[src/verilog/fabric_pkg.sv]
`default_nettype none

package fabric_pkg;

  // ####################
  // bus types

  typedef struct packed {
    logic        mem_valid;  // one-cycle request strobe
    logic        mem_instr;
    logic [31:0] mem_addr;
    logic [31:0] mem_wdata;
    logic [3:0]  mem_wstrb;  // all zero for a read
  } mem_in_type;

  typedef struct packed {
    logic        mem_ready;  // one-cycle response pulse
    logic [31:0] mem_rdata;
  } mem_out_type;

  localparam mem_in_type  init_mem_in  = '0;
  localparam mem_out_type init_mem_out = '0;

  // ####################
  // address map

  localparam logic [31:0] itim_base_addr  = 32'h0000_0000;
  localparam logic [31:0] itim_mask_addr  = 32'h0000_0FFF;
  localparam logic [31:0] dtim_base_addr  = 32'h0001_0000;
  localparam logic [31:0] dtim_mask_addr  = 32'h0000_0FFF;
  localparam logic [31:0] ram_base_addr   = 32'h8000_0000;
  localparam logic [31:0] ram_mask_addr   = 32'h0000_03FF;
  localparam logic [31:0] clint_base_addr = 32'h0200_0000;
  localparam logic [31:0] clint_mask_addr = 32'h0000_000F;

  localparam int tim_words     = 1024;
  localparam int ram_words     = 256;
  localparam int clint_divider = 4;  // clocks per mtime tick

  localparam logic [31:0] clint_msip_off     = 32'h0;
  localparam logic [31:0] clint_mtimecmp_off = 32'h4;
  localparam logic [31:0] clint_mtime_off    = 32'h8;

  // bits outside the mask must equal the base
  function automatic logic addr_hit(input logic [31:0] addr, input logic [31:0] base,
                                    input logic [31:0] mask);
    return (addr & ~mask) == base;
  endfunction

endpackage

`default_nettype wire
[src/verilog/per_decoder.sv]
`default_nettype none

module per_decoder (
  input  logic                    clock,
  input  logic                    reset,
  input  fabric_pkg::mem_in_type  per_in,
  output fabric_pkg::mem_out_type per_out,
  output fabric_pkg::mem_in_type  ram_in,
  output fabric_pkg::mem_in_type  clint_in,
  input  fabric_pkg::mem_out_type ram_out,
  input  fabric_pkg::mem_out_type clint_out
);

  import fabric_pkg::*;

  logic ram_hit;
  logic clint_hit;
  logic miss_ready;  // unmapped answer, one cycle late like the targets

  assign ram_hit   = per_in.mem_valid && addr_hit(per_in.mem_addr, ram_base_addr, ram_mask_addr);
  assign clint_hit = per_in.mem_valid
                  && addr_hit(per_in.mem_addr, clint_base_addr, clint_mask_addr);

  always_comb begin
    ram_in   = init_mem_in;
    clint_in = init_mem_in;
    if (ram_hit) begin
      ram_in = per_in;
      ram_in.mem_addr = per_in.mem_addr - ram_base_addr;
    end
    if (clint_hit) begin
      clint_in = per_in;
      clint_in.mem_addr = per_in.mem_addr - clint_base_addr;
    end
  end

  always_ff @(posedge clock) begin
    if (!reset) begin
      miss_ready <= 1'b0;
    end else begin
      miss_ready <= per_in.mem_valid && !ram_hit && !clint_hit;
    end
  end

  always_comb begin
    per_out = init_mem_out;
    if (ram_out.mem_ready) begin
      per_out = ram_out;
    end else if (clint_out.mem_ready) begin
      per_out = clint_out;
    end else if (miss_ready) begin
      per_out = '{mem_ready: 1'b1, mem_rdata: 32'h0};
    end
  end

endmodule

`default_nettype wire

[config.mk]
export PLATFORM = sky130hd
export DESIGN_NAME = per_decoder
export DESIGN_NICKNAME = d
export VERILOG_FILES = /design/src/verilog/fabric_pkg.sv /design/src/verilog/per_decoder.sv
export SDC_FILE = /design/constraint.sdc
export NUM_CORES = 1
export LEC_CHECK = 0
export ABC_CLOCK_PERIOD_IN_PS = 3200
export BUFFER_PORTS_ARGS = -buffer_cell sky130_fd_sc_hd__buf_4
export CORE_AREA = 3 3 120 122
export DETAILED_ROUTE_END_ITERATION = 10
export DIE_AREA = 0 0 123 125
export PLACE_DENSITY_LB_ADDON = 0.12
export SYNTH_ARGS = -nofsm -noshare
export SYNTH_HDL_FRONTEND = slang
export SYNTH_SLANG_ARGS = --single-unit
[constraint.sdc]
create_clock -name clock -period 3.2 [get_ports clock]
set_input_delay 0 -clock clock [delete_from_list [all_inputs] [get_ports clock]]
set_output_delay 0 -clock clock [all_outputs]
set_load 0.02 [all_outputs]
* Yosys cells after proc, flatten, opt, wreduce, memory -nomap -nowiden
Index checks and enable logic that the tools add are counted.
** Word-level totals
- Logic and storage cells :: 16
- Output and inout bits :: 173
- Input bits :: 138
- Register bits after elaboration :: 1
** Operators by class
- $add $sub $neg :: 2
- Reduce and logical (&&, ||, !) cells :: 6
- Multiplexer cells :: 5
- Equality and inequality tests :: 2
** Operator list (count)
- 70-bit two-way mux :: 2
- 33-bit two-way mux :: 3
- 32-bit by 26-bit subtractor with 32-bit output, second input constant :: 1
- 32-bit subtractor, second input constant :: 1
- 28-bit by 22-bit equality test with 1-bit output, second input constant :: 1
- 22-bit equality test, second input constant :: 1
- 1-bit logical AND :: 4
- 1-bit zero test :: 2

* Logic depth before layout (Yosys ltp)
- Depth after elaboration :: 5
- Mapped depth :: 5
- Depth with buffers taken out :: 4

* Worst setup path after synthesis
No wires, ideal clock.
- Kind :: input to output
- Start :: input per_in[63] in the netlist's numbering
- End :: output ram_in[39] in the netlist's numbering
- Arrival time :: 1.446 ns
- Data required time :: 3.200 ns
- Stages on the path :: 5
- Buffers on the path :: 2
- Setup slack :: 1.754 ns
- Cell sequence :: nor4_2 > nand2_1 > buf_2 > buf_2 > nor4_1
** RTL lines
- start, declared :: line per_decoder.sv:6 : input fabric_pkg::mem_in_type per_in,
- end, declared :: line per_decoder.sv:8 : output fabric_pkg::mem_in_type ram_in,

==> impl_metrics.env <==
export IMPL_worst_path_max_delay_cell="sky130_fd_sc_hd__nor4_1"
export IMPL_n_fill_cell=1446
export IMPL_final_setup_slack_of_the_worst_path_ps=1340
export IMPL_routed_wire_length_per_instance_um=15.9
export IMPL_top_register="miss_ready"
export IMPL_post_drt_via_cell_ratio=4.34
export IMPL_layout_drive_gt1_share_pct=69.2
export IMPL_initial_antenna_violation_count=2
export IMPL_track_usage_pct=12.2
export IMPL_post_synth_xor_area_fraction_pct=0
export IMPL_grt_pass1_vias=2858
export IMPL_area_growth_synth_to_final_pct=85.7
export IMPL_drt_pass1_iter_count=4
export IMPL_top_regs="miss_ready: 1 flops"
export IMPL_dieHeight_um=125
export IMPL_postCtsResizedCells=0
export IMPL_critical_path_required_ps=3200
export IMPL_count_of_buffers_inserted_at_the_top_level_ports=264
export IMPL_max_cap_viol_count=0
export IMPL_p_sw_share_pct=50.7
export IMPL_floorplan_initialDensity_pct=16.9
export IMPL_f_max_mhz=538
export IMPL_ctsHoldBuffers=0
export IMPL_clock_power_share_pct=0
export IMPL_setup_violations_final=0
export IMPL_post_cts_setup_buffer_count=0
export IMPL_leakage_power_summed_over_all_cells_nw=1.97
export IMPL_place_congestion=0.735
export IMPL_timing_critical_path_arrival_ps=1860
export IMPL_timing_worst_setup_path_type="in -> out"
export IMPL_sequential_fraction_of_design_power_pct=3.5
export IMPL_cp_endpoint="clint_in[2]"
export IMPL_combPwrFrac_pct=96.5
export IMPL_synth_cell_area_sq_mm=0.00224
export IMPL_grt_first_pass_wirelength_mm=15.3
export IMPL_detailedPlacementHpwl_mm=8.95
export IMPL_finalCriticalPeriod_ps=1860
export IMPL_post_synth_inst_count=280
export IMPL_crit_path_frequent_cell="sky130_fd_sc_hd__buf_4"
export IMPL_synth_sequential_area_ratio_pct=0.892
export IMPL_final_net_count=654
export IMPL_worstSetupEndpointType="output pin"
export IMPL_largest_reg_flops=1
export IMPL_wirelength_mm=10.9
export IMPL_dominant_combinational_cell_family_by_area_after_synthesis="simple AND/OR/NAND/NOR gates"
export IMPL_die_width_um=123
export IMPL_timing_slew_headroom_pct=48.5
export IMPL_std_cell_rows=42
export IMPL_drc=0
export IMPL_critPathMaxStageDelay_ps=500
export IMPL_timing_critical_path_cells="buf_4 -> nor4_1 -> nand2_4 -> buf_4 -> nor4_1 -> buf_4"
export IMPL_drtIter0Drc=45
export IMPL_synth_adder_area_share_pct=0.557
export IMPL_fin_crit_sh_pct=58.0
export IMPL_ys_seq_elements=1
export IMPL_hp_class="in -> out"
export IMPL_post_synth_cell_area_avg_sq_um=8.02
export IMPL_power_density_cell_area_mw_per_mm2=92.3
export IMPL_synth_mux_area_share_pct=0
export IMPL_ioPinCount=311
export IMPL_vdd_ir_drop_worst_v=0.0000331
export IMPL_setup_repair_after_global_routing_missed_its_margin="no"
export IMPL_grt_overflow_total=0
export IMPL_p_int_mw=0.190
export IMPL_synth_compound_area_share_pct=13.4
export IMPL_outcome="finished clean"
export IMPL_synthDistinctLibCells=23
export IMPL_core_area_sq_mm=0.0133
export IMPL_critical_path_startpoint_type="input pin"
export IMPL_count_of_antenna_diodes_in_the_layout=0
export IMPL_die_area_sq_mm=0.0154
export IMPL_worst_setup_slack_before_clock_tree_synthesis_ps=1330
export IMPL_power_switching_mw=0.195
export IMPL_grt_start_max_net_pins=96
export IMPL_ys_warnings_count=0
export IMPL_yosys_area_share_simple_pct=52.8
export IMPL_worst_slew_pin_slew_ps=773
export IMPL_crit_path_max_fanout=51
export IMPL_sum_of_negative_setup_slack_ps=0
export IMPL_timing_startpoint_of_the_critical_path="per_in[60]"
export IMPL_vias=2990
export IMPL_finalHoldViolations=0
export IMPL_report_final_slew_viol_count=0
export IMPL_final_antenna_net_count=0
==> cell families after synthesis <==
logic type / count (synthesis)
AO/OA/AOI/OAI: 35
adder cells (fa/ha/maj): 1
buffers and inverters: 131
flip-flops: 1
other: 1
AND/OR/NAND/NOR: 111
==> power groups by stage <==
stage          sequential (mW)  combinational, mW  clock [mW]
2_1_floorplan           0.0135              0.217           0
3_3_place_gp            0.0135              0.372           0
3_5_place_dp            0.0135              0.373           0
4_1_cts                 0.0135              0.373           0
5_1_grt                 0.0135              0.401           0
6_report                0.0135              0.371           0
==> per-layer routing <==
metal  routed length, um  GRT usage, %
met5                  34             0
met1                3650          13.0
met3                1410          3.79
met2                5820          24.4
met4                   5             0
==> area by class of cell <==
cell class / instances / area, sq um / share of cell area [%]
timing repair buffer: 270 / 2040 / 48.9
multi-input combinational: 193 / 1700 / 40.9
tap: 176 / 220 / 5.28
inverter: 49 / 184 / 4.41
sequential: 1 / 20.0 / 0.480
==> synth_stat cells <==
cell type                  number  area share (%)
sky130_fd_sc_hd__buf_6          5             2.5
sky130_fd_sc_hd__ha_1           1            0.56
sky130_fd_sc_hd__nor2b_1        3            0.84
sky130_fd_sc_hd__a22o_1        31              12
sky130_fd_sc_hd__buf_2         14             3.1
sky130_fd_sc_hd__a41oi_1        1            0.39
sky130_fd_sc_hd__inv_1         49             8.2
sky130_fd_sc_hd__nor2_1         1            0.17
sky130_fd_sc_hd__or3_1          1            0.28
sky130_fd_sc_hd__nor3_1         2            0.45
sky130_fd_sc_hd__o21ai_0        1            0.22
sky130_fd_sc_hd__nand4_2        1            0.56
sky130_fd_sc_hd__conb_1         1            0.17
sky130_fd_sc_hd__buf_4         47              16
sky130_fd_sc_hd__nand3_1        1            0.22
sky130_fd_sc_hd__nor4_1        18             5.0
sky130_fd_sc_hd__clkbuf_1      13             2.2
sky130_fd_sc_hd__nor4_2        80              45
sky130_fd_sc_hd__nand2_1        4            0.67
sky130_fd_sc_hd__dfxtp_1        1            0.89
sky130_fd_sc_hd__buf_1          3            0.50
sky130_fd_sc_hd__o311a_1        1            0.45
sky130_fd_sc_hd__a21oi_1        1            0.22
==> critical path: cells and delay by family <==
family        cells  cell delay (ps)
simple gates      3             1100
buf+inv           3              720
==> layout by cell type (no fill, tap or decap), drive strengths merged, types with 2 or more instances in the layout <==
cell type  count
a22o          31
nor3           2
nor2b          3
nand2          4
nor4          98
inv           49
buf          270
conb          46
==> how the worst min path moves through the flow <==
stage	startpoint	endpoint	slack, ps	cells past startpoint
after floorplan	per_in[40]	ram_in[40]	130	2
after global placement	reset	miss_ready	290	2
after detailed placement	reset	miss_ready	300	2
after CTS	clint_out[32]	per_out[32]	310	3
after global routing	reset	miss_ready	320	2
final	clint_out[32]	per_out[32]	310	3
==> metrics by stage <==
stage	total power, mW	instance area [sq um]	util, %	instances	hold slack, ps
floorplan	0.230	2410	-	325	129
global placement	0.385	4170	31.3	689	294
detailed placement	0.386	4170	31.3	689	304
CTS	0.387	4170	31.3	689	306
global route	0.414	4170	31.3	689	323
finish	0.385	4170	31.3	689	307
Power figures use the tool's default switching activity.
