## src/verilog/fabric_pkg.sv

```systemverilog
`default_nettype none

package fabric_pkg;

  // ####################
  // bus types

  typedef struct packed {
    logic        mem_valid;  // one-cycle request strobe
    logic        mem_instr;
    logic [31:0] mem_addr;
    logic [31:0] mem_wdata;
    logic [3:0]  mem_wstrb;  // all zero for a read
  } mem_in_type;

  typedef struct packed {
    logic        mem_ready;  // one-cycle response pulse
    logic [31:0] mem_rdata;
  } mem_out_type;

  localparam mem_in_type  init_mem_in  = '0;
  localparam mem_out_type init_mem_out = '0;

  // ####################
  // address map

  localparam logic [31:0] itim_base_addr  = 32'h0000_0000;
  localparam logic [31:0] itim_mask_addr  = 32'h0000_0FFF;
  localparam logic [31:0] dtim_base_addr  = 32'h0001_0000;
  localparam logic [31:0] dtim_mask_addr  = 32'h0000_0FFF;
  localparam logic [31:0] ram_base_addr   = 32'h8000_0000;
  localparam logic [31:0] ram_mask_addr   = 32'h0000_03FF;
  localparam logic [31:0] clint_base_addr = 32'h0200_0000;
  localparam logic [31:0] clint_mask_addr = 32'h0000_000F;

  localparam int tim_words     = 1024;
  localparam int ram_words     = 256;
  localparam int clint_divider = 4;  // clocks per mtime tick

  localparam logic [31:0] clint_msip_off     = 32'h0;
  localparam logic [31:0] clint_mtimecmp_off = 32'h4;
  localparam logic [31:0] clint_mtime_off    = 32'h8;

  // bits outside the mask must equal the base
  function automatic logic addr_hit(input logic [31:0] addr, input logic [31:0] base,
                                    input logic [31:0] mask);
    return (addr & ~mask) == base;
  endfunction

endpackage

`default_nettype wire
```

## src/verilog/per_arbiter.sv

```systemverilog
`default_nettype none

module per_arbiter (
  input  logic                    clock,
  input  logic                    reset,
  input  fabric_pkg::mem_in_type  iper0_in,
  input  fabric_pkg::mem_in_type  iper1_in,
  input  fabric_pkg::mem_in_type  dper0_in,
  input  fabric_pkg::mem_in_type  dper1_in,
  output fabric_pkg::mem_out_type iper0_out,
  output fabric_pkg::mem_out_type iper1_out,
  output fabric_pkg::mem_out_type dper0_out,
  output fabric_pkg::mem_out_type dper1_out,
  output fabric_pkg::mem_in_type  per_in,
  input  fabric_pkg::mem_out_type per_out
);

  import fabric_pkg::*;

  mem_in_type req [4];   // index is the priority, 0 highest
  mem_in_type slot [4];
  mem_in_type issue_req;
  logic [3:0] strobe;
  logic [3:0] pend;
  logic [3:0] grant_mask;
  logic [1:0] grant;
  logic [1:0] owner;
  logic grant_ok;
  logic busy;         // request on the bus, response not yet back
  logic issue_valid;

  assign req[0] = iper0_in;
  assign req[1] = iper1_in;
  assign req[2] = dper0_in;
  assign req[3] = dper1_in;

  always_comb begin
    strobe = '0;
    grant = 2'd0;
    for (int i = 3; i >= 0; i--) begin
      strobe[i] = req[i].mem_valid;
      if (pend[i]) begin
        grant = 2'(i);
      end
    end
  end

  // the response cycle already frees the bus
  assign grant_ok   = |pend && (!busy || per_out.mem_ready);
  assign grant_mask = grant_ok ? (4'b0001 << grant) : 4'b0000;

  always_ff @(posedge clock) begin
    for (int i = 0; i < 4; i++) begin
      if (strobe[i]) begin
        slot[i] <= req[i];
      end
    end
    if (grant_ok) begin
      issue_req <= slot[grant];
    end
  end

  always_ff @(posedge clock) begin
    if (!reset) begin
      pend        <= 4'b0;
      busy        <= 1'b0;
      owner       <= 2'd0;
      issue_valid <= 1'b0;
    end else begin
      pend        <= (pend & ~grant_mask) | strobe;
      issue_valid <= grant_ok;
      if (grant_ok) begin
        busy  <= 1'b1;
        owner <= grant;
      end else if (per_out.mem_ready) begin
        busy <= 1'b0;
      end
    end
  end

  always_comb begin
    per_in = issue_req;
    per_in.mem_valid = issue_valid;
  end

  assign iper0_out = (per_out.mem_ready && owner == 2'd0) ? per_out : init_mem_out;
  assign iper1_out = (per_out.mem_ready && owner == 2'd1) ? per_out : init_mem_out;
  assign dper0_out = (per_out.mem_ready && owner == 2'd2) ? per_out : init_mem_out;
  assign dper1_out = (per_out.mem_ready && owner == 2'd3) ? per_out : init_mem_out;

  slot_overrun: assert property (@(posedge clock) disable iff (!reset)
    (strobe & pend) == 4'b0)
    else $error("per_arbiter: new request into full slot %b", strobe & pend);
  single_outstanding: assert property (@(posedge clock) disable iff (!reset)
    per_in.mem_valid |=> (!per_in.mem_valid until_with per_out.mem_ready))
    else $error("per_arbiter: issue before the previous response");

endmodule

`default_nettype wire

```

## config.mk

```make
export PLATFORM = sky130hd
export DESIGN_NAME = per_arbiter
export DESIGN_NICKNAME = d
export VERILOG_FILES = /design/src/verilog/fabric_pkg.sv /design/src/verilog/per_arbiter.sv
export SDC_FILE = /design/constraint.sdc
export NUM_CORES = 1
export LEC_CHECK = 0
export BUFFER_PORTS_ARGS = -buffer_cell sky130_fd_sc_hd__buf_2
export CORE_AREA = 2 2 201 203
export CTS_BUF_LIST = sky130_fd_sc_hd__clkbuf_8
export CTS_CLUSTER_SIZE = 30
export DETAILED_ROUTE_END_ITERATION = 16
export DIE_AREA = 0 0 203 205
export GPL_ROUTABILITY_DRIVEN = 0
export GPL_TIMING_DRIVEN = 0
export PLACE_DENSITY_LB_ADDON = 0.12
export SYNTH_ARGS = -nofsm -noshare
export SYNTH_HDL_FRONTEND = slang
export SYNTH_SLANG_ARGS = --single-unit
```

## constraint.sdc

```tcl
create_clock -name clock -period 6.7 [get_ports clock]
set_input_delay 0.335 -clock clock [delete_from_list [all_inputs] [get_ports clock]]
set_output_delay 0.335 -clock clock [all_outputs]
set_load 0.01 [all_outputs]
```

; ---- After elaboration in Yosys (flattened, before gate mapping)
; Memories as Yosys holds them, arrays and structs flattened. A register that Yosys moved wholly into a read port is not among the register bits.
; Cells that the tools add are included.
[totals]
input_bits = 315
out_inout_bits = 202
regBits = 8
memories = 1
ram_bits = 280
[classes]
muxes = 19
n_reduce_logical = 10
shift = 1
bitwise_logic = 3
eq_ne = 3
[memory_table]
columns = memory, words, width, read_ports, rd_ports_with_merged_regs, wr, line_no
row1 = slot, 4, 70, 1, 1, 4, per_arbiter.sv:21  ; mem_in_type slot [4];
[op_table]
columns = operator, count
row1 = $mux W33, 4
row2 = $mux W1, 10
row3 = $mux W2, 4
row4 = $logic_and A1 B1 Y1, 5
row5 = $and A4 B4 Y4, 1
row6 = $eq A2 B2 Y1 const B, 2
row7 = $mux W4, 1
row8 = $not A4 Y4, 1
row9 = $or A4 B4 Y4, 1
row10 = $reduce_or A4 Y1, 1
row11 = $shl A1 B2 Y4 const A, 1
row12 = $eq A2 B1 Y1 const B, 1
row13 = $logic_not A2 Y1, 1
row14 = $reduce_bool A2 Y1, 1
row15 = $logic_not A1 Y1, 1
row16 = $logic_or A1 B1 Y1, 1

; ---- Logic depth before layout (Yosys ltp)
[logic_depth]
word_depth = 9
ltp_mapped = 7
mapped_depth_nobuf = 3

; ---- Worst setup path after synthesis
; Ideal clock, no wire load.
[synth_timing]
path_type = flip-flop to flip-flop
from = register pend[1]
to = register, netlist name per_in[0]
required_ns = 6.175
t_arrival_ns = 4.177
path_stages_with_launch = 5
n_path_buf = 2
synth_period_minus_slack_ns = 4.702
path_slack_ns = 1.998
cell_sequence = dfxtp_1 buf_2 buf_2 nor2_1 a21oi_1
[synth_via]
elab_chain_cells = 2
word_cells_on_any_way = 4
classes_between = mux: 2 / reduce/logical: 2
[synth_lines]
columns = element, line_no
row1 = "start, declared", per_arbiter.sv:24  ; logic [3:0] pend;
row2 = "start signal, assigned", per_arbiter.sv:70  ; pend <= (pend & ~grant_mask) | strobe;
row3 = $reduce_or A4 Y1, per_arbiter.sv:49  ; assign grant_ok = |pend && (!busy || per_out.mem_ready);
row4 = $logic_and A1 B1 Y1, per_arbiter.sv:49
row5 = named net grant_ok, per_arbiter.sv:28  ; logic grant_ok;
; The timed path passes the listed nets, and every way through them passes these cells.
; A chain may end at the register's enable or synchronous reset.

==> results.txt <==
The total instance count after detailed placement came out at 1897. The clock-pin slew on the worst setup and hold paths came out at around 0.060 ns. The final routed wire length divided by cell count is 20.7 µm. The die outline height is 205 µm. The largest individual stage delay along the critical path comes from the cell sky130_fd_sc_hd__nor3b_1. The total routed wirelength came out at 47100 µm. The critical path contains buffers and inverters numbering 2 combined. The total number of placement rows is 73.

The minimum setup slack after placement is 4.17 ns. For this block, the via count after detailed routing is 10617. The die area came out at approximately 42000 µm².

The maximum net fanout on the critical path is 10. The DRC violation total after the first TritonRoute iteration came out at 569. The switching power total came out at 1.31 mW.

The power per cell area came out at roughly 250 nW/µm². The share of power burned in the clock network came out at 31.9%. The share of final-layout standard cells stronger than drive strength 1 is 34.7%. The critical path in this run is classified as reg2out. The number of different library cells in the post-synthesis netlist is 27. Setup slack on the critical path of the routed design comes to 3.79 ns.

For the worst-skew pair, the clock arrives at the later sink with an insertion delay of about 0.63 ns. The worst path uses between 40% and 50% of the clock period. The number of non-filler instances in the completed layout came out at 2282. The number of max-cap violations is 0. The worst clock skew came out at 0.0207 ns. Cells fill 53.0% of the core in the end.

The number of endpoints with negative hold slack in the final report is 0. The maximum ir drop on the vdd rail is 177 µV. The remaining design rule violation count is 0. The total CTS buffers is between 50 and 60.

The leakage power figure is 9.07 nW. The adder and majority cell fraction of the synthesized area is 0%. The overflow left after global routing is 0. The internal power of the cells totals between 3 and 4 mW.

The post-synthesis simple-gate area fraction came out at under 10%. The cell family contributing the most delay on the critical path is simple AND/OR/NAND/NOR gates. The core area came out at 39400 µm². In this run the remaining antenna-violating nets after routing total 0.

CTS placed an instance of sky130_fd_sc_hd__clkbuf_8 at the clock tree root. STA classifies the critical path endpoint as an output pin. The number of pins exceeding their max-slew limit in the final report came out at 0.

The slew of the pin with the lowest slew margin came out at ~1.1 ns. TritonCTS built the clock tree. The relative area change from synthesis to final layout came out at 52.6%.

The worst path arrival time is 2.58 ns. The dominant combinational cell family by area after synthesis is compound AO/OA/AOI/OAI gates. The number of synthesis warnings came out at 0. The achievable frequency came out at about 340 MHz.

The maximum level of the CTS H-tree is 2. The post-CTS repair timing setup buffer count came out at 0. The number of synthesized register bits is about 350. The number of standard cells after synthesis is 850. After clock tree synthesis, the repair step resized 0 gates. The total chip power came out at 5.17 mW. The synthesized area is 13700 µm². The number of port buffers came out at 515. Summing the sequential cell areas from Yosys gives 76.9% of the chip area. The net count reported at finish came out at 2022. The synthesized-area fraction occupied by xor and xnor cells is 0%. The proportion of power drawn by flip-flops and latches came out at 52.8%.

The initial antenna violation count was 6. The CTS sink count came out at 353. The mean area per synthesized cell is 16.1 µm². Traced cell by cell, the critical path runs through nor3b_1, clkbuf_1, and2_1, buf_2. The multiplexer fraction of the synthesized cell area is 0.0732%. The number of global-route vias before repair is about 11000.

Setup repair after global routing left no endpoint under its margin. Summing the areas of all compound-gate instances in the mapped netlist gives 12.6% of the synthesized area. The longest clock path from root to sink contains 3 buffers. The number of fillers in the final layout came out at 3399. After clock tree synthesis, the flow added hold-fix buffers numbering 276. Registers take 10500 µm². The global-route usage over all layers is 22.1%. The I/O pin count came out at between 500 and 600. Summed over all nets, the half-perimeter wirelength after detailed placement is 31600 µm. The flow ran to the end, and the final reports show no timing, DRC or antenna violations. The maximum single-stage delay on the critical path came out at 0.94 ns. The portion of total power attributed to combinational logic is around 15%. In the final layout, the multi-input gates occupy 2640 µm². STA puts the critical path data required time at 6.36 ns.

The worst hold path belongs to the class in2reg. The number of search-and-repair iterations in the first detailed-routing pass is 5. The via density per instance is ~4.7. STA classifies the critical path startpoint as a flop. Once the floorplan was initialized, standard cells occupied 34.8% of the core.

The minimum clock period came out at 2.91 ns. The die outline width is roughly 200 µm. Entering global routing, the biggest net connects between 40 and 50 pins. The max-slew headroom at the worst pin is a little under a quarter. The final instance area is 20900 µm². The number of failing setup endpoints in the final timing report is 0. The first global-routing pass estimated between 60000 and 70000 µm of wire.

After detailed placement, the total cell area comes to roughly 17000 µm². The post-synthesis net count is 1165. The switching power as a share of total power came out at about a quarter.
## layer usage
| layer | share of wire, % | vias up | GRT usage (%) |
|---|---|---|---|
| met4 | 3.0 | 2 | 8.68 |
| met3 | 6.4 | 92 | 5.14 |
| met5 | 0.028 | - | 0 |
| met1 | 38 | 5123 | 24.4 |
| met2 | 53 | 416 | 41.1 |
| li1 | - | 4984 | - |
## kinds of logic (layout without fill, tap and decap cells)
kind of cell,after synthesis,in the layout
AOI/OAI and AO/OA,219,219
buffers and inverters,132,1035
DFF,353,353
muxes,1,1
other,0,4
and+or+nand+nor,145,145
## flip-flops by register name, summed over array words and instances (netlist names)
name         flops
slot           276
per_in          69
pend             4
owner            2
busy             1
issue_valid      1
## worst paths after layout
path | cells after the start | start | endpoint | slack, ns
max | 4 | owner[1] | iper0_out[28] | 3.79
min | 1 | dper1_in[69] | slot[3][42] | 0.20
max reg2reg | 6 | pend[1] | per_in[30] | 4.21
min reg2reg | 2 | owner[0] | owner[0] | 0.51
## power groups by stage
stage,sequential (mW),clock [mW],combinational [mW]
2_1_floorplan,2.81,0,0.251
3_3_place_gp,2.79,0,0.636
3_5_place_dp,2.78,0,0.663
4_1_cts,2.73,1.70,0.798
5_1_grt,2.75,1.80,0.852
6_report,2.73,1.65,0.788
## cells in the final DEF (no fill, tap or decap), types with 3 or more instances in the layout
cell type / netlist / final
sky130_fd_sc_hd__buf_16: 0 / 5
sky130_fd_sc_hd__clkinv_1: 0 / 17
sky130_fd_sc_hd__clkinv_2: 0 / 7
sky130_fd_sc_hd__diode_2: 0 / 4
sky130_fd_sc_hd__a221o_1: 69 / 69
sky130_fd_sc_hd__dfxtp_1: 8 / 8
sky130_fd_sc_hd__nor2b_1: 5 / 5
sky130_fd_sc_hd__buf_2: 15 / 526
sky130_fd_sc_hd__dlygate4sd3_1: 0 / 276
sky130_fd_sc_hd__clkbuf_1: 41 / 41
sky130_fd_sc_hd__o21a_1: 3 / 3
sky130_fd_sc_hd__clkbuf_8: 0 / 58
sky130_fd_sc_hd__edfxtp_1: 345 / 345
sky130_fd_sc_hd__nand2_1: 3 / 3
sky130_fd_sc_hd__and2_1: 129 / 129
sky130_fd_sc_hd__inv_1: 70 / 92
sky130_fd_sc_hd__a21oi_1: 72 / 71
sky130_fd_sc_hd__nor2_1: 3 / 3
sky130_fd_sc_hd__buf_4: 2 / 6
sky130_fd_sc_hd__a22o_1: 69 / 69
## area by class of cell
| type | count | area share (%) |
|---|---|---|
| clock buffer | 58 | 3.82 |
| timing repair buffer | 798 | 26.5 |
| multi-input combinational | 365 | 12.6 |
| clock inverter | 47 | 0.911 |
| buffer | 62 | 1.31 |
| antenna | 4 | 0.0479 |
| tap | 525 | 3.15 |
| sequential | 353 | 50.4 |
| inverter | 70 | 1.26 |
## through the flow
stage | hold WS [ns] | TNS (ns)
6_report | 0.199 | 0
5_1_grt | 0.166 | 0
4_1_cts | 0.149 | 0
3_5_place_dp | 0.507 | 0
3_3_place_gp | 0.492 | -123.29
2_1_floorplan | 0.434 | 0
## worst reg2reg max path: stages (launching register included)
cell	delay [ns]
sky130_fd_sc_hd__dfxtp_1	0.30
sky130_fd_sc_hd__buf_2	0.31
sky130_fd_sc_hd__buf_2	0.38
sky130_fd_sc_hd__nor2_1	0.14
sky130_fd_sc_hd__a21oi_4	0.56
sky130_fd_sc_hd__buf_16	0.25
sky130_fd_sc_hd__buf_12	0.21
## synth_stat cells, drive strengths merged
master   instances  area [µm²]
a21boi           1        7.51
a21o             1        7.51
a21oi           72         360
a221o           69         691
a22o            69         604
and2           129         807
and3             1        6.26
and3b            1        8.76
buf             21         120
clkbuf          41         154
dfxtp            8         160
edfxtp         345       10400
inv             70         263
mux2i            1        10.0
nand2            3        11.3
nor2             4        17.5
nor2b            5        31.3
nor3             1        5.00
nor3b            1        7.51
o21a             3        22.5
o21ai            2        10.0
o2bb2ai          1        8.76
o31a             1        8.76
(Power assumes the default switching activity.)
