### src/verilog/fabric_pkg.sv
`default_nettype none

package fabric_pkg;

  // ####################
  // bus types

  typedef struct packed {
    logic        mem_valid;  // one-cycle request strobe
    logic        mem_instr;
    logic [31:0] mem_addr;
    logic [31:0] mem_wdata;
    logic [3:0]  mem_wstrb;  // all zero for a read
  } mem_in_type;

  typedef struct packed {
    logic        mem_ready;  // one-cycle response pulse
    logic [31:0] mem_rdata;
  } mem_out_type;

  localparam mem_in_type  init_mem_in  = '0;
  localparam mem_out_type init_mem_out = '0;

  // ####################
  // address map

  localparam logic [31:0] itim_base_addr  = 32'h0000_0000;
  localparam logic [31:0] itim_mask_addr  = 32'h0000_0FFF;
  localparam logic [31:0] dtim_base_addr  = 32'h0001_0000;
  localparam logic [31:0] dtim_mask_addr  = 32'h0000_0FFF;
  localparam logic [31:0] ram_base_addr   = 32'h8000_0000;
  localparam logic [31:0] ram_mask_addr   = 32'h0000_03FF;
  localparam logic [31:0] clint_base_addr = 32'h0200_0000;
  localparam logic [31:0] clint_mask_addr = 32'h0000_000F;

  localparam int tim_words     = 1024;
  localparam int ram_words     = 256;
  localparam int clint_divider = 4;  // clocks per mtime tick

  localparam logic [31:0] clint_msip_off     = 32'h0;
  localparam logic [31:0] clint_mtimecmp_off = 32'h4;
  localparam logic [31:0] clint_mtime_off    = 32'h8;

  // bits outside the mask must equal the base
  function automatic logic addr_hit(input logic [31:0] addr, input logic [31:0] base,
                                    input logic [31:0] mask);
    return (addr & ~mask) == base;
  endfunction

endpackage

`default_nettype wire
### src/verilog/clint.sv
`default_nettype none

module clint (
  input  logic                    clock,
  input  logic                    reset,
  input  fabric_pkg::mem_in_type  clint_in,
  output fabric_pkg::mem_out_type clint_out,
  output logic                    msip,
  output logic                    mtip
);

  import fabric_pkg::*;

  logic [$clog2(clint_divider)-1:0] div_count;
  logic [31:0] mtime;
  logic [31:0] mtimecmp;
  logic msip_reg;
  logic ready;
  logic [31:0] rdata;
  logic wr;
  logic rd;

  assign wr = clint_in.mem_valid && |clint_in.mem_wstrb;
  assign rd = clint_in.mem_valid && clint_in.mem_wstrb == 4'b0;

  always_ff @(posedge clock) begin
    if (!reset) begin
      div_count <= '0;
      mtime     <= 32'h0;
      mtimecmp  <= '1;  // no timer interrupt out of reset
      msip_reg  <= 1'b0;
      ready     <= 1'b0;
    end else begin
      ready <= clint_in.mem_valid;
      if (div_count == $bits(div_count)'(clint_divider - 1)) begin
        div_count <= '0;
        mtime     <= mtime + 32'd1;
      end else begin
        div_count <= div_count + 1'b1;
      end
      if (wr && clint_in.mem_addr == clint_msip_off && clint_in.mem_wstrb[0]) begin
        msip_reg <= clint_in.mem_wdata[0];
      end
      for (int i = 0; i < 4; i++) begin
        if (wr && clint_in.mem_addr == clint_mtimecmp_off && clint_in.mem_wstrb[i]) begin
          mtimecmp[8*i +: 8] <= clint_in.mem_wdata[8*i +: 8];
        end
      end
    end
  end

  always_ff @(posedge clock) begin
    rdata <= 32'h0;
    if (rd) begin
      case (clint_in.mem_addr)
        clint_msip_off:     rdata <= {31'h0, msip_reg};
        clint_mtimecmp_off: rdata <= mtimecmp;
        clint_mtime_off:    rdata <= mtime;  // read only
        default:            rdata <= 32'h0;
      endcase
    end
  end

  assign clint_out = '{mem_ready: ready, mem_rdata: rdata};
  assign msip = msip_reg;
  assign mtip = mtime >= mtimecmp;

endmodule

`default_nettype wire

### config.mk
export PLATFORM = sky130hd
export DESIGN_NAME = clint
export DESIGN_NICKNAME = d
export VERILOG_FILES = /design/src/verilog/fabric_pkg.sv /design/src/verilog/clint.sv
export SDC_FILE = /design/constraint.sdc
export NUM_CORES = 1
export LEC_CHECK = 0
export ABC_AREA = 1
export BUFFER_PORTS_ARGS = -buffer_cell sky130_fd_sc_hd__buf_2
export CAP_MARGIN = 20
export CORE_MARGIN = 2
export CORE_UTILIZATION = 50
export DETAILED_ROUTE_END_ITERATION = 8
export PLACE_DENSITY = 0.72
export SYNTH_ARGS = -nofsm -noshare
export SYNTH_HDL_FRONTEND = slang
export SYNTH_SLANG_ARGS = --single-unit
### constraint.sdc
create_clock -name clock -period 2 [get_ports clock]
set_clock_uncertainty 0.05 [all_clocks]
set_input_delay 0.1 -clock clock [delete_from_list [all_inputs] [get_ports clock]]
set_output_delay 0.1 -clock clock [all_outputs]
set_load 0.02 [all_outputs]
# After elaboration in Yosys (flattened, before gate mapping)
# Cells that the tools add are included.
# Widths: inputs -> output; s select.
[word_totals]
mem_count = 0
elab_cells = 30
latch_bits = 0
mem_bits_ro = 0
output_inout_bits = 35
ff_bits = 100
mem_bits_rw = 0
in_bits = 72
[op_classes]
shift = 0
bitwise = 1
n_mul = 0
n_addsub = 2
order_cmp = 1
eq_ne = 3
div_mod_pow = 0
mux = 1
reduce_logical = 13
[op_table]
columns = ["operator", "count"]
rows = [
  ["$pmux 32 s3", 1],
  ["$add 32x1->32 const B", 1],
  ["$eq 32x3->1 const B", 1],
  ["$eq 32x4->1 const B", 1],
  ["$ge 32x32->1", 1],
  ["$logic_not 32->1", 1],
  ["$logic_and 1x1->1", 9],
  ["$logic_not 4->1", 1],
  ["$reduce_or 4->1", 1],
  ["$add 2x1->2 const B", 1],
  ["$eq 2x2->1 const B", 1],
  ["$reduce_or 2->1", 1],
  ["$not 1->1", 1],
]

# Depth between registers and ports, before layout
# Gate-level depths: netlist (run 1).
[depth]
ltp_word = 4
depth_mapped = 12
ltp_nobuf = 12

# Worst setup path before layout (run 1)
# Ideal clock, no wire load.
[synth_timing]
path_type = "register -> register"
startpoint = "register div_count[0]"
endpoint = "register mtime[18]"
slack_ns = 0.489
synth_period_minus_slack_ns = 1.511
path_buffers = 1
path_stages_with_launch = 12
setup_ns = 0.113
required_time_ns = 1.837
arrival_time_ns = 1.348
cell_sequence = "dfxtp_1 -> ha_1 -> buf_2 -> inv_2 -> nor2_1 -> inv_2 -> nor2_2 -> nand2_1 -> nor2_1 -> nand2_1 -> nand2_1 -> nor2_1"
[synth_via]
elab_chain_cells = 1
[synth_lines]
columns = ["item", "line", "rtl"]
rows = [
  ["start: declaration", "clint.sv:14", "logic [$clog2(clint_divider)-1:0] div_count;"],
  ["start signal: assignment", "clint.sv:39", "div_count <= div_count + 1'b1;"],
  ["$eq 2x2->1", "clint.sv:35", "if (div_count == $bits(div_count)'(clint_divider - 1)) begin"],
  ["end signal: assignment", "clint.sv:37", "mtime <= mtime + 32'd1;"],
  ["end: declaration", "clint.sv:15", "logic [31:0] mtime;"],
]
# Every way passes these cells.
# A chain may end at the register's enable or synchronous reset.

# Worst setup path after layout (run 1)
[layout_timing]
startpoint = "register mtime[7]"
endpoint = "output port mtip"
[layout_via]
elab_chain_cells = 1
[layout_lines]
columns = ["item", "line", "rtl"]
rows = [
  ["$ge 32x32->1", "clint.sv:66", "assign mtip = mtime >= mtimecmp;"],
  ["end: declaration", "clint.sv:9", "output logic mtip"],
]
# Every way passes these cells.

==> impl_results.md, run 1 <==
- Status: complete, but fails checks
- Failing checks: negative setup slack
- Synth Register Bits: 100
- Pins Over Slew Limit: 0
- Post-Synth Simple-Gate Area: 34.9%
- CTS tree: done
- Nets: slightly above 1000
- Post-synthesis adder-cell area fraction: under 10%
- Die ar.: between 10000 and 15000 um2
- Num Clock Sinks: 100
- Setup TNS: -0.0408 ns
- Reg2reg start: mtime[0]
- Total power: between 3000 and 4000 uW
- Final min period: 2.04 ns
- P per Cell Area: around 530 nW/um2
- Number of global-route vias before repair: approximately 5100
- Fmax: 490 MHz
- Crit Path Category: reg -> out
- Area grow syn2layout: 27.9%
- Drt pass-1 iters: 5
- Final wirelength: ~15000 um
- Via density: around 5.3
- Port bufs: ~110
- Setup Viol. Count Final: 1
- Rel. slew slack: a little under two thirds
- First-pass GRT wire length: 24900 um
- Gr usage total: a little over a quarter
- Critical Path RT: between 1.5 and 2 ns
- Starting density of the core: between 50% and 60%
- Clock latency on the worst-skew pair: 0.38 ns
- CP cell instances: ha_4 -> a21oi_1 -> nand2_1 -> nor2_1 -> nand2_1 -> nand2_1 -> nand2_1 -> nand2_1 -> nand2_2 -> buf_6
- Vert. Die Dim: roughly 110 um
- Layout cell share with drive strength beyond 1: roughly 30%
- Min-Delay Startpoint: reset
- Top Ports: ~110
- N_diodes: 0
- GP Congestion: 0.925
- Synth Instances: 761
- Ys async rst share: 0%
- Worst-Margin Slew: roughly 0.54 ns
- CP Launch Point: mtime[7]
- Syn nets: approximately 870
- Number of synthesized flops with an enable pin: 0
- Final antenna-violating net count: 0
- Largest family of logic cells by synthesized area: simple AND/OR/NAND/NOR gates
- CTS root buf: clkbuf_8
- Top_reg_cell synth: dfxtp_1
- CP arrival: between 1.5 and 2 ns
- Compound-cell area share of the yosys netlist: approximately a tenth
- Setup ws final: -0.0408 ns
- DP HPWL: 10800 um
- Most used cell, CP: nand2_1
- MaxCap Viol Count: 0
- Final worst-path cycle share: 102%
- Distinct cells, synth: 33
- Avg Cell Area, Syn: ~7 um2
- Clock Path Buffers: 2
- Iter 0 DRT Violations: 380
- LEAKAGE: 0.00327 uW
- Die X: roughly 110 um
- # DRC: 0
- Core area: about 11000 um2
- Hold Path Class: in -> reg
- Crit-path slowest cell: dfxtp_2
- Crit end category: output pin
- Routed length per instance: between 10 and 15 um
- CTS Buf Count: 9
- Mapped Area: around 5500 um2
- H-tree Lvls: 3
- Total number of vias: 5608
- Peak supply drop: about 330 uV
- Largest registers: mtime: 32 flops, mtimecmp: 32 flops, rdata: 32 flops
- Antenna violations before repair: 0
- Clk slew on worst S/H paths: 0.10 ns
- Hold Fails Final Rpt: 0
- Post-Synth XOR/XNOR Area: less than 1%
- Largest net degree at the start of global routing: slightly below 70
- Startpoint Class: register
- Highest cell delay on the worst timing path: about 0.4 ns
- Pre-CTS setup slack: ~0.25 ns
- Yosys warnings: 0
- Sequential area share after synthesis: 36.6%
- Total grt overflow: 0
- Mux contribution to synthesized area: 0%
- # rows: 38
- RSZ-0062 raised after global routing: yes
- Crit Path Max Fanout: 5
## power by group
part	switching (uW)	internal [uW]	total, uW
sequential	6.09	2000	2000
combinational	129	129	258
clock	717	744	1460
total	852	2870	3720
## path summary, 6_finish.rpt
kind / end / slack, ns / depth (start not counted)
setup / recovery: mtip / -0.04 / 10
hold / removal: mtime[21] / 0.03 / 3
setup reg to reg: mtime[30] / 0.17 / 12
hold reg to reg: div_count[0] / 0.39 / 1
## metal layers
metal | track usage, % | part of all wire (%) | vias to the layer above
met3 | 3.56 | 7.5 | 32
met1 | 38.2 | 45 | 2560
met5 | 0 | 0 | -
met4 | 8.42 | 2.1 | 0
met2 | 43.3 | 46 | 221
li1 | - | - | 2795
## layout by cell type, fill, tap and decap left out, types with 10 or more instances in the layout
master / n
nor2_2: 10
nand3_1: 97
nand4_1: 32
ha_1: 24
o21ai_0: 13
ha_4: 10
nand2_1: 161
clkbuf_8: 10
dfxtp_1: 68
dlygate4sd3_1: 33
nor2_1: 86
nor3_1: 10
a21oi_1: 28
a21oi_2: 35
buf_2: 104
inv_1: 69
dfxtp_2: 31
inv_2: 16
buf_4: 25
## cells by family (layout without fill, tap and decap cells)
family | count (synthesis) | in the layout
DFF | 100 | 100
buffers and inverters | 118 | 269
and+or+nand+nor | 420 | 420
AOI/OAI and AO/OA | 85 | 85
xor gates and xnor gates | 4 | 4
adders and majority gates | 34 | 34
## critical path: cells and delay by family (launching register included)
| family | cells | cell delay [ns] |
|---|---|---|
| AND/OR/NAND/NOR | 7 | 0.55 |
| flip-flops | 1 | 0.41 |
| adder cells (fa/ha/maj) | 1 | 0.23 |
| AO/OA/AOI/OAI | 1 | 0.19 |
| buffers and inverters | 1 | 0.13 |
## timing repair
item | in CTS | in global routing
pin swaps | 10 | 18
buffers inserted | 7 | 5
hold buffers | 33 | 0
endpoints found under the setup margin | 1 | 1
hold endpoints to repair | 33 | 0
gates resized for setup | 49 | 22
## area by class of cell
cell class	instances	area, um2
clock buffer	11	141
clock inverter	5	85.1
fill	960	3750
inverter	88	330
multi-input combinational	543	3130
sequential	100	2040
tap	140	175
timing repair buffer	165	1090
## Yosys cell counts (7+ instances only)
library cell	count	area [um2]
a21oi_1	33	165
a21oi_2	30	263
buf_2	10	50.1
buf_6	7	78.8
clkbuf_1	8	30.0
dfxtp_1	100	2000
ha_1	34	425
inv_1	77	289
inv_2	8	30.0
nand2_1	166	623
nand3_1	98	490
nand4_1	32	200
nor2_1	90	338
nor2_2	7	43.8
nor3_1	11	55.1
o21ai_0	13	65.1
## metrics by stage
stage / util, % / instance area, um2 / instances / hold slack [ns]
2_1_floorplan: - / 5470 / 761 / 0.143
3_3_place_gp: 56.9 / 6110 / 991 / 0.284
3_5_place_dp: 56.9 / 6110 / 991 / 0.294
4_1_cts: 63.8 / 6850 / 1047 / 0.0143
5_1_grt: 65.1 / 6990 / 1052 / 0.0271
6_report: 65.1 / 6990 / 1052 / 0.0261
No activity file was read; power rests on OpenSTA's default activity.
==> inputs of run 2 (changes only) <==
- CORE_MARGIN: 2 -> 3
- REMOVE_ABC_BUFFERS: unset -> 1
==> run 2 against run 1 <==
- the flow still finishes with violations (negative setup slack)
- clock-buffer cell count unchanged
- combinational power decreased by 3%
- largest power group unchanged
- worst setup slack improved by 0.011 ns
- final cell count decreased by 0.86%
- global-route usage decreased by 4.2 points
- via count decreased by 3.1%
- total power decreased by 4.9%
- routed wire length decreased by 7.8%
- flip-flop and latch count unchanged
==> impl_results.md, run 2 (synthesis gave the netlist of run 1 again) <==
- Final worst-path cycle share: 101% (-0.57 points)
- Most used cell, CP: nand2_1
- Core area: 10500 um2 (-2.6%)
- Drt pass-1 iters: 5 (unchanged)
- N_diodes: 0 (unchanged)
- Peak supply drop: 300 uV (-8.6%)
- CP arrival: 1.88 ns (about the same)
- Via density: 5.21 (-2.3%)
- MaxCap Viol Count: 0 (unchanged)
- Crit Path Max Fanout: 3 (-2)
- First-pass GRT wire length: 23900 um (-3.7%)
- RSZ-0062 raised after global routing: yes
- Crit-path slowest cell: dfxtp_2
- LEAKAGE: 0.00324 uW (-0.68%)
- H-tree Lvls: 3 (unchanged)
- Total number of vias: 5433 (-3.1%)
- Startpoint Class: register
- Post-route cell area: 6900 um2 (-1.3%)
- Setup Viol. Count Final: 1 (unchanged)
- Failing checks: negative setup slack
- P per Cell Area: 513 nW/um2 (-3.6%)
- Nets: 1008 (-0.49%)
- Largest registers: mtime: 32 flops, mtimecmp: 32 flops, rdata: 32 flops
- Hold Fails Final Rpt: 0 (unchanged)
- Post-DP Area: 6060 um2 (-0.82%)
- Die ar.: 12200 um2 (+3.7%)
- CTS tree: done
- CP cell instances: inv_2 -> ha_4 -> nand2_4 -> nor2_2 -> nand2_1 -> nand2_1 -> nor2_1 -> nand2_1 -> nand2_1 -> nand2_2 -> nand2_2 -> nand2_2 -> buf_6
- Clock Path Buffers: 2 (unchanged)
- Clk slew on worst S/H paths: 0.10 ns (about the same)
- Critical Path RT: 1.85 ns (about the same)
- Gr usage total: 23.0% (-4.2 points)
- DP HPWL: 9940 um (-8.0%)
- Antenna violations before repair: 0 (unchanged)
- Crit path max-delay family: simple AND/OR/NAND/NOR gates
- Setup ws final: -0.0294 ns (+0.0115 ns)
- Commonest non-fill, non-tap cell in the layout: nand2_1
- GP Congestion: 0.876 (-5.3%)
- Hold Path Class: in -> reg
- CTS root buf: clkbuf_8
- Iter 0 DRT Violations: 324 (-15%)
- CP bufs+invs: 2 (+1)
- Final wirelength: 14300 um (-7.8%)
- Crit end category: output pin
- # rows: 37 (-2.6%)
- Status: complete, but fails checks
- Final antenna-violating net count: 0 (unchanged)
- Final min period: 2.03 ns (-0.0115 ns)
- Die X: 111 um (+1.8%)
- Total grt overflow: 0 (unchanged)
- Rel. slew slack: 63.6% (-0.30 points)
- Port bufs: 105 (unchanged)
- Clock latency on the worst-skew pair: 0.37 ns (about the same)
- Pins Over Slew Limit: 0 (unchanged)
- Setup TNS: -0.0294 ns (+0.0115 ns)
- Number of global-route vias before repair: 5245 (+2.9%)
- Vert. Die Dim: 111 um (+1.8%)
- Fmax: 493 MHz (+0.56%)
- Most frequent cells in the layout: nand2_1, buf_2, nand3_1
- Starting density of the core: 52.2% (+1.4 points)
- Num Clock Sinks: 100 (unchanged)
- CTS Buf Count: 9 (unchanged)
- # DRC: 0 (unchanged)
- Total power: 3540 uW (-4.9%)
- Layout cell share with drive strength beyond 1: 28.8% (-1.0 points)
- Top Ports: 107 (unchanged)
- Largest net degree at the start of global routing: 35 (-49%)
- Worst-Margin Slew: 0.545 ns (+0.00508 ns)
- Crit Path Category: reg -> out
- Fill cells: 942 (-1.9%)
- Routed length per instance: 13.7 um (-7.0%)
- Area grow syn2layout: 26.3%
- Highest cell delay on the worst timing path: 0.37 ns (-0.04 ns)
## run 2: cell count changes in the layout (fill, tap and decap cells not counted), sizes merged
| cell | delta |
|---|---|
| clkinvlp | +2 |
| bufinv | -2 |
| buf | -5 |
| inv | +2 |
| clkinv | -2 |
## run 2: layout make-up
cell class | instances | area (um2) | share of cell area, %
clock buffers | 11 | 151 | 2.19
multi-input cells | 543 | 3110 | 45.0
inverters | 88 | 333 | 4.82
well taps | 136 | 170 | 2.47
flip-flops and latches | 100 | 2050 | 29.6
clock inverters | 5 | 42.5 | 0.616
repair buffers | 160 | 1050 | 15.2
## run 2: path summary, 6_finish.rpt
| path | startpoint | to | slack [ns] | cells past startpoint |
|---|---|---|---|---|
| setup / recovery | mtimecmp[3] | mtip | -0.03 | 13 |
| hold / removal | reset | mtimecmp[0] | 0.02 | 2 |
| setup reg to reg | mtime[1] | mtime[18] | 0.23 | 11 |
| hold reg to reg | div_count[0] | div_count[0] | 0.39 | 1 |
## run 2: power breakdown
group / internal (uW) / leakage [uW] / switching (uW) / total (uW)
clock network: 535 / 0.0000901 / 758 / 1290
logic: 124 / 0.00234 / 125 / 249
registers: 1990 / 0.000808 / 5.64 / 2000
total: 2650 / 0.00324 / 888 / 3540
## run 2: metal layers
layer,routed length [um],vias up,share of wire [%],GRT usage (%)
met2,7000,146,49,39.2
met4,253,0,1.8,6.81
li1,-,2770,-,-
met1,6280,2497,44,30.2
met5,0,-,0,0
met3,748,20,5.2,3.34
## run 2: through the flow
step	utilization [%]	hold slack, ns	setup slack, ns	std cells
5_1_grt	66.0	0.0280	-0.128	1043
6_report	66.0	0.0164	-0.0294	1043
4_1_cts	65.3	0.0138	-0.00614	1042
3_3_place_gp	57.9	0.288	0.268	981
2_1_floorplan	-	0.126	0.0581	731
3_5_place_dp	57.9	0.302	0.215	981
## run 2: timing repair
action / in CTS / in global routing
pin swaps: 13 / 12
endpoints found under the setup margin: 1 / 3
setup buffers: 12 / 1
gates cloned: 0 / 0
hold endpoints to repair: 33 / 0
resized for setup: 45 / 26
hold buffers: 33 / 0
==> inputs of run 3 (changes only) <==
- ABC_AREA: 1 -> unset
- PLACE_DENSITY: 0.72 -> 0.73
==> run 3 against run 2 <==
- the flow still finishes with violations (negative setup slack)
- final cell count down 22%
- final area down 5.6%
- first-iteration DRC count down 52%
- critical endpoint unchanged
- largest cell class unchanged
==> impl_results.md, run 3 <==
- Setup ws final: -0.285 ns (-0.256 ns)
- Startpoint Class: register
- Non-filler instance count after layout: 811 (-22%)
- Rel. slew slack: 64.9% (+1.2 points)
- Largest family of logic cells by synthesized area: simple AND/OR/NAND/NOR gates
- Distinct cells, synth: 45 (+36%)
- Area grow syn2layout: 34.2%
- Final worst-path cycle share: 114% (+13 points)
- DP HPWL: 8090 um (-19%)
- Mux contribution to synthesized area: 0.824% (+0.82 points)
- Clock latency on the worst-skew pair: 0.36 ns (about the same)
- Crit end category: output pin
- Status: complete, but fails checks
- Failing checks: negative setup slack
- CTS Buf Count: 9 (unchanged)
- Final min period: 2.28 ns (+0.256 ns)
- Port bufs: 105 (unchanged)
- Hold EP: msip
- Synth area leader: dfxtp_1
- Core area: 9330 um2 (-11%)
- DP Cell Count: 760 (-23%)
- Layout cell share with drive strength beyond 1: 32.4% (+3.6 points)
- Hold Fails Final Rpt: 0 (unchanged)
- Reg2Reg Depth: 6 (-5)
- Gr usage total: 21.5% (-1.5 points)
- Post-synthesis adder-cell area fraction: 8.76% (+0.98 points)
- Top-count cell post-synth: dfxtp_1
- H-tree Lvls: 3 (unchanged)
- LEAKAGE: 0.00300 uW (-7.5%)
- Commonest non-fill, non-tap cell in the layout: buf_2
- Fill cells: 694 (-26%)
- Crit Path Category: reg -> out
- Die X: 105 um (-5.4%)
- Synth Instances: 514 (-32%)
- Cell count of the worst hold path: 4 (+2)
- Avg Cell Area, Syn: 9.45 um2 (+32%)
- Peak supply drop: 420 uV (+40%)
- CP arrival: 2.13 ns (+0.25 ns)
- Setup Viol. Count Final: 1 (unchanged)
- Sequential area share after synthesis: 41.2% (+4.6 points)
- Largest net degree at the start of global routing: 33 (-5.7%)
- Top cells by area, synth: dfxtp_1, ha_1, a22oi_1, xnor2_1, and2_1
- Hold Path Class: in -> reg
- Most frequent cells in the layout: buf_2, dfxtp_1, nand2_1
- Vert. Die Dim: 105 um (-5.4%)
- Yosys warnings: 0 (unchanged)
- Top-area cell type share of the netlist area: 41.2% (+4.6 points)
- Top Ports: 107 (unchanged)
- Number of synthesized flops with an enable pin: 0 (unchanged)
- CTS root buf: clkbuf_8
- MaxCap Viol Count: 0 (unchanged)
- Die ar.: 10900 um2 (-11%)
- RSZ-0062 raised after global routing: yes
- Compound-cell area share of the yosys netlist: 14.1% (+3.6 points)
- N_diodes: 0 (unchanged)
- Fmax: 438 MHz (-11%)
- Clock Path Buffers: 2 (unchanged)
- Drt pass-1 iters: 5 (unchanged)
- GP Congestion: 0.903 (+3.1%)
- Total number of vias: 4289 (-21%)
- Synth cell count leaders: dfxtp_1, nand2_1, nor2_1, ha_1, inv_1
- Synth Register Bits: 100 (unchanged)
- Via density: 5.29 (+1.5%)
- Register cell area after layout: 2020 um2 (-1.3%)
- First-pass GRT wire length: 19500 um (-19%)
- Nets: 784 (-22%)
- Clk slew on worst S/H paths: 0.10 ns (about the same)
- R2r setup slk: 0.13 ns (-0.10 ns)
- Pins Over Slew Limit: 0 (unchanged)
- Number of global-route vias before repair: 4259 (-19%)
- Reg2reg start: mtime[2]
- Crit Path Max Fanout: 2 (-1)
- Iter 0 DRT Violations: 155 (-52%)
- Post-Synth Simple-Gate Area: 24.0% (-11 points)
- Crit Reg-Reg Endpoint: mtime[25]
- P per Cell Area: 576 nW/um2 (+12%)
- Routed length per instance: 14.5 um (+5.6%)
- Final wirelength: 11700 um (-18%)
- Worst-Margin Slew: 0.527 ns (-0.0184 ns)
- Top_reg_cell synth: dfxtp_1
- Total grt overflow: 0 (unchanged)
- Mapped Area: 4860 um2 (-11%)
- Final antenna-violating net count: 0 (unchanged)
- Multi-input logic area: 2740 um2 (-12%)
- Min-Delay Startpoint: clint_in[39]
- Largest registers: mtime: 32 flops, mtimecmp: 32 flops, rdata: 32 flops
- Num Clock Sinks: 100 (unchanged)
- Starting density of the core: 52.1% (-0.18 points)
- CTS tree: done
- # DRC: 0 (unchanged)
- Ys async rst share: 0% (unchanged)
- Post-Synth XOR/XNOR Area: 5.59% (+4.9 points)
- Total power: 3750 uW (+6.1%)
- # rows: 35 (-5.4%)
- Critical Path RT: 1.85 ns (about the same)
- Antenna violations before repair: 0 (unchanged)
-- run 3: cell count changes after synthesis, sizes merged, moves of 9 or more --
cell    delta
inv       -51
o211ai    +30
and2      +33
nand4     -15
nand3     -86
nor2      -62
nand2    -116
a22oi     +32
a21oi     -53
nor3       -9
xnor2     +22
nor4      +14
o21ai     -13
-- run 3: worst max-delay path by stage --
stage / start / end / slack, ns / depth (start not counted)
final: mtimecmp[17] / mtip / -0.28 / 8
after global routing: mtimecmp[17] / mtip / -0.40 / 8
after CTS: mtimecmp[22] / mtip / -0.28 / 7
after detailed placement: mtime[0] / mtip / -0.14 / 8
after global placement: mtimecmp[19] / mtip / -0.1 / 8
after floorplan: div_count[0] / mtime[19] / -0.50 / 6
-- run 3: metal layers --
metal  wire [um]  vias to the layer above  GRT usage (%)
met1        5070                     2021           26.3
met4         217                        0           6.55
met5           0                        -              0
li1            -                     2133              -
met3         566                       18           4.69
met2        5880                      117           37.6
-- run 3: what timing repair did --
action | CTS | global route
pin swaps | 7 | 0
hold buffers | 33 | 0
setup endpoints to repair | 1 | 1
gates cloned | 0 | 0
buffers inserted | 3 | 0
resized for setup | 34 | 6
hold endpoints to repair | 34 | 0
-- run 3: where the power goes --
part / total (uW) / internal [uW] / switching (uW) / leakage, uW
Combinational: 207 / 123 / 84.2 / 0.00208
Clock: 1550 / 860 / 686 / 0.000116
Sequential: 2000 / 2000 / 3.64 / 0.000806
-- run 3: kinds of logic after synthesis --
group | count (synthesis)
buffers and inverters | 59
adder cells (fa/ha/maj) | 34
AO/OA/AOI/OAI | 88
multiplexers | 4
AND/OR/NAND/NOR | 198
XOR/XNOR | 31
flip-flops | 100
-- run 3: stage by stage --
stage	hold WS [ns]	setup TNS, ns	worst slack, ns	instance area, um2	utilization (%)
after floorplan	0.112	-12.72	-0.503	4720	-
after global placement	0.263	-0.0999	-0.0999	5770	61.9
after detailed placement	0.270	-0.141	-0.141	5770	61.9
after CTS	0.0661	-0.283	-0.283	6500	69.7
after global routing	0.0830	-0.404	-0.404	6520	69.9
final	0.0800	-0.285	-0.285	6520	69.9
-- run 3: critical path: stages (launching register included) --
cell and delay [ns]:
dfxtp_2 0.33, inv_2 0.08, ha_4 0.21, a21oi_2 0.12, o21ai_1 0.09, a221o_1 0.36, a2111oi_4 0.29, o21ai_1 0.12
buf_4 0.17
-- run 3: area by class of cell --
cell class / instances / area share (%)
inverters: 34 / 1.96
well taps: 129 / 2.48
flip-flops and latches: 100 / 31.0
clock inverters: 4 / 1.50
multi-input cells: 355 / 42.0
clock buffers: 11 / 2.17
repair buffers: 178 / 18.9
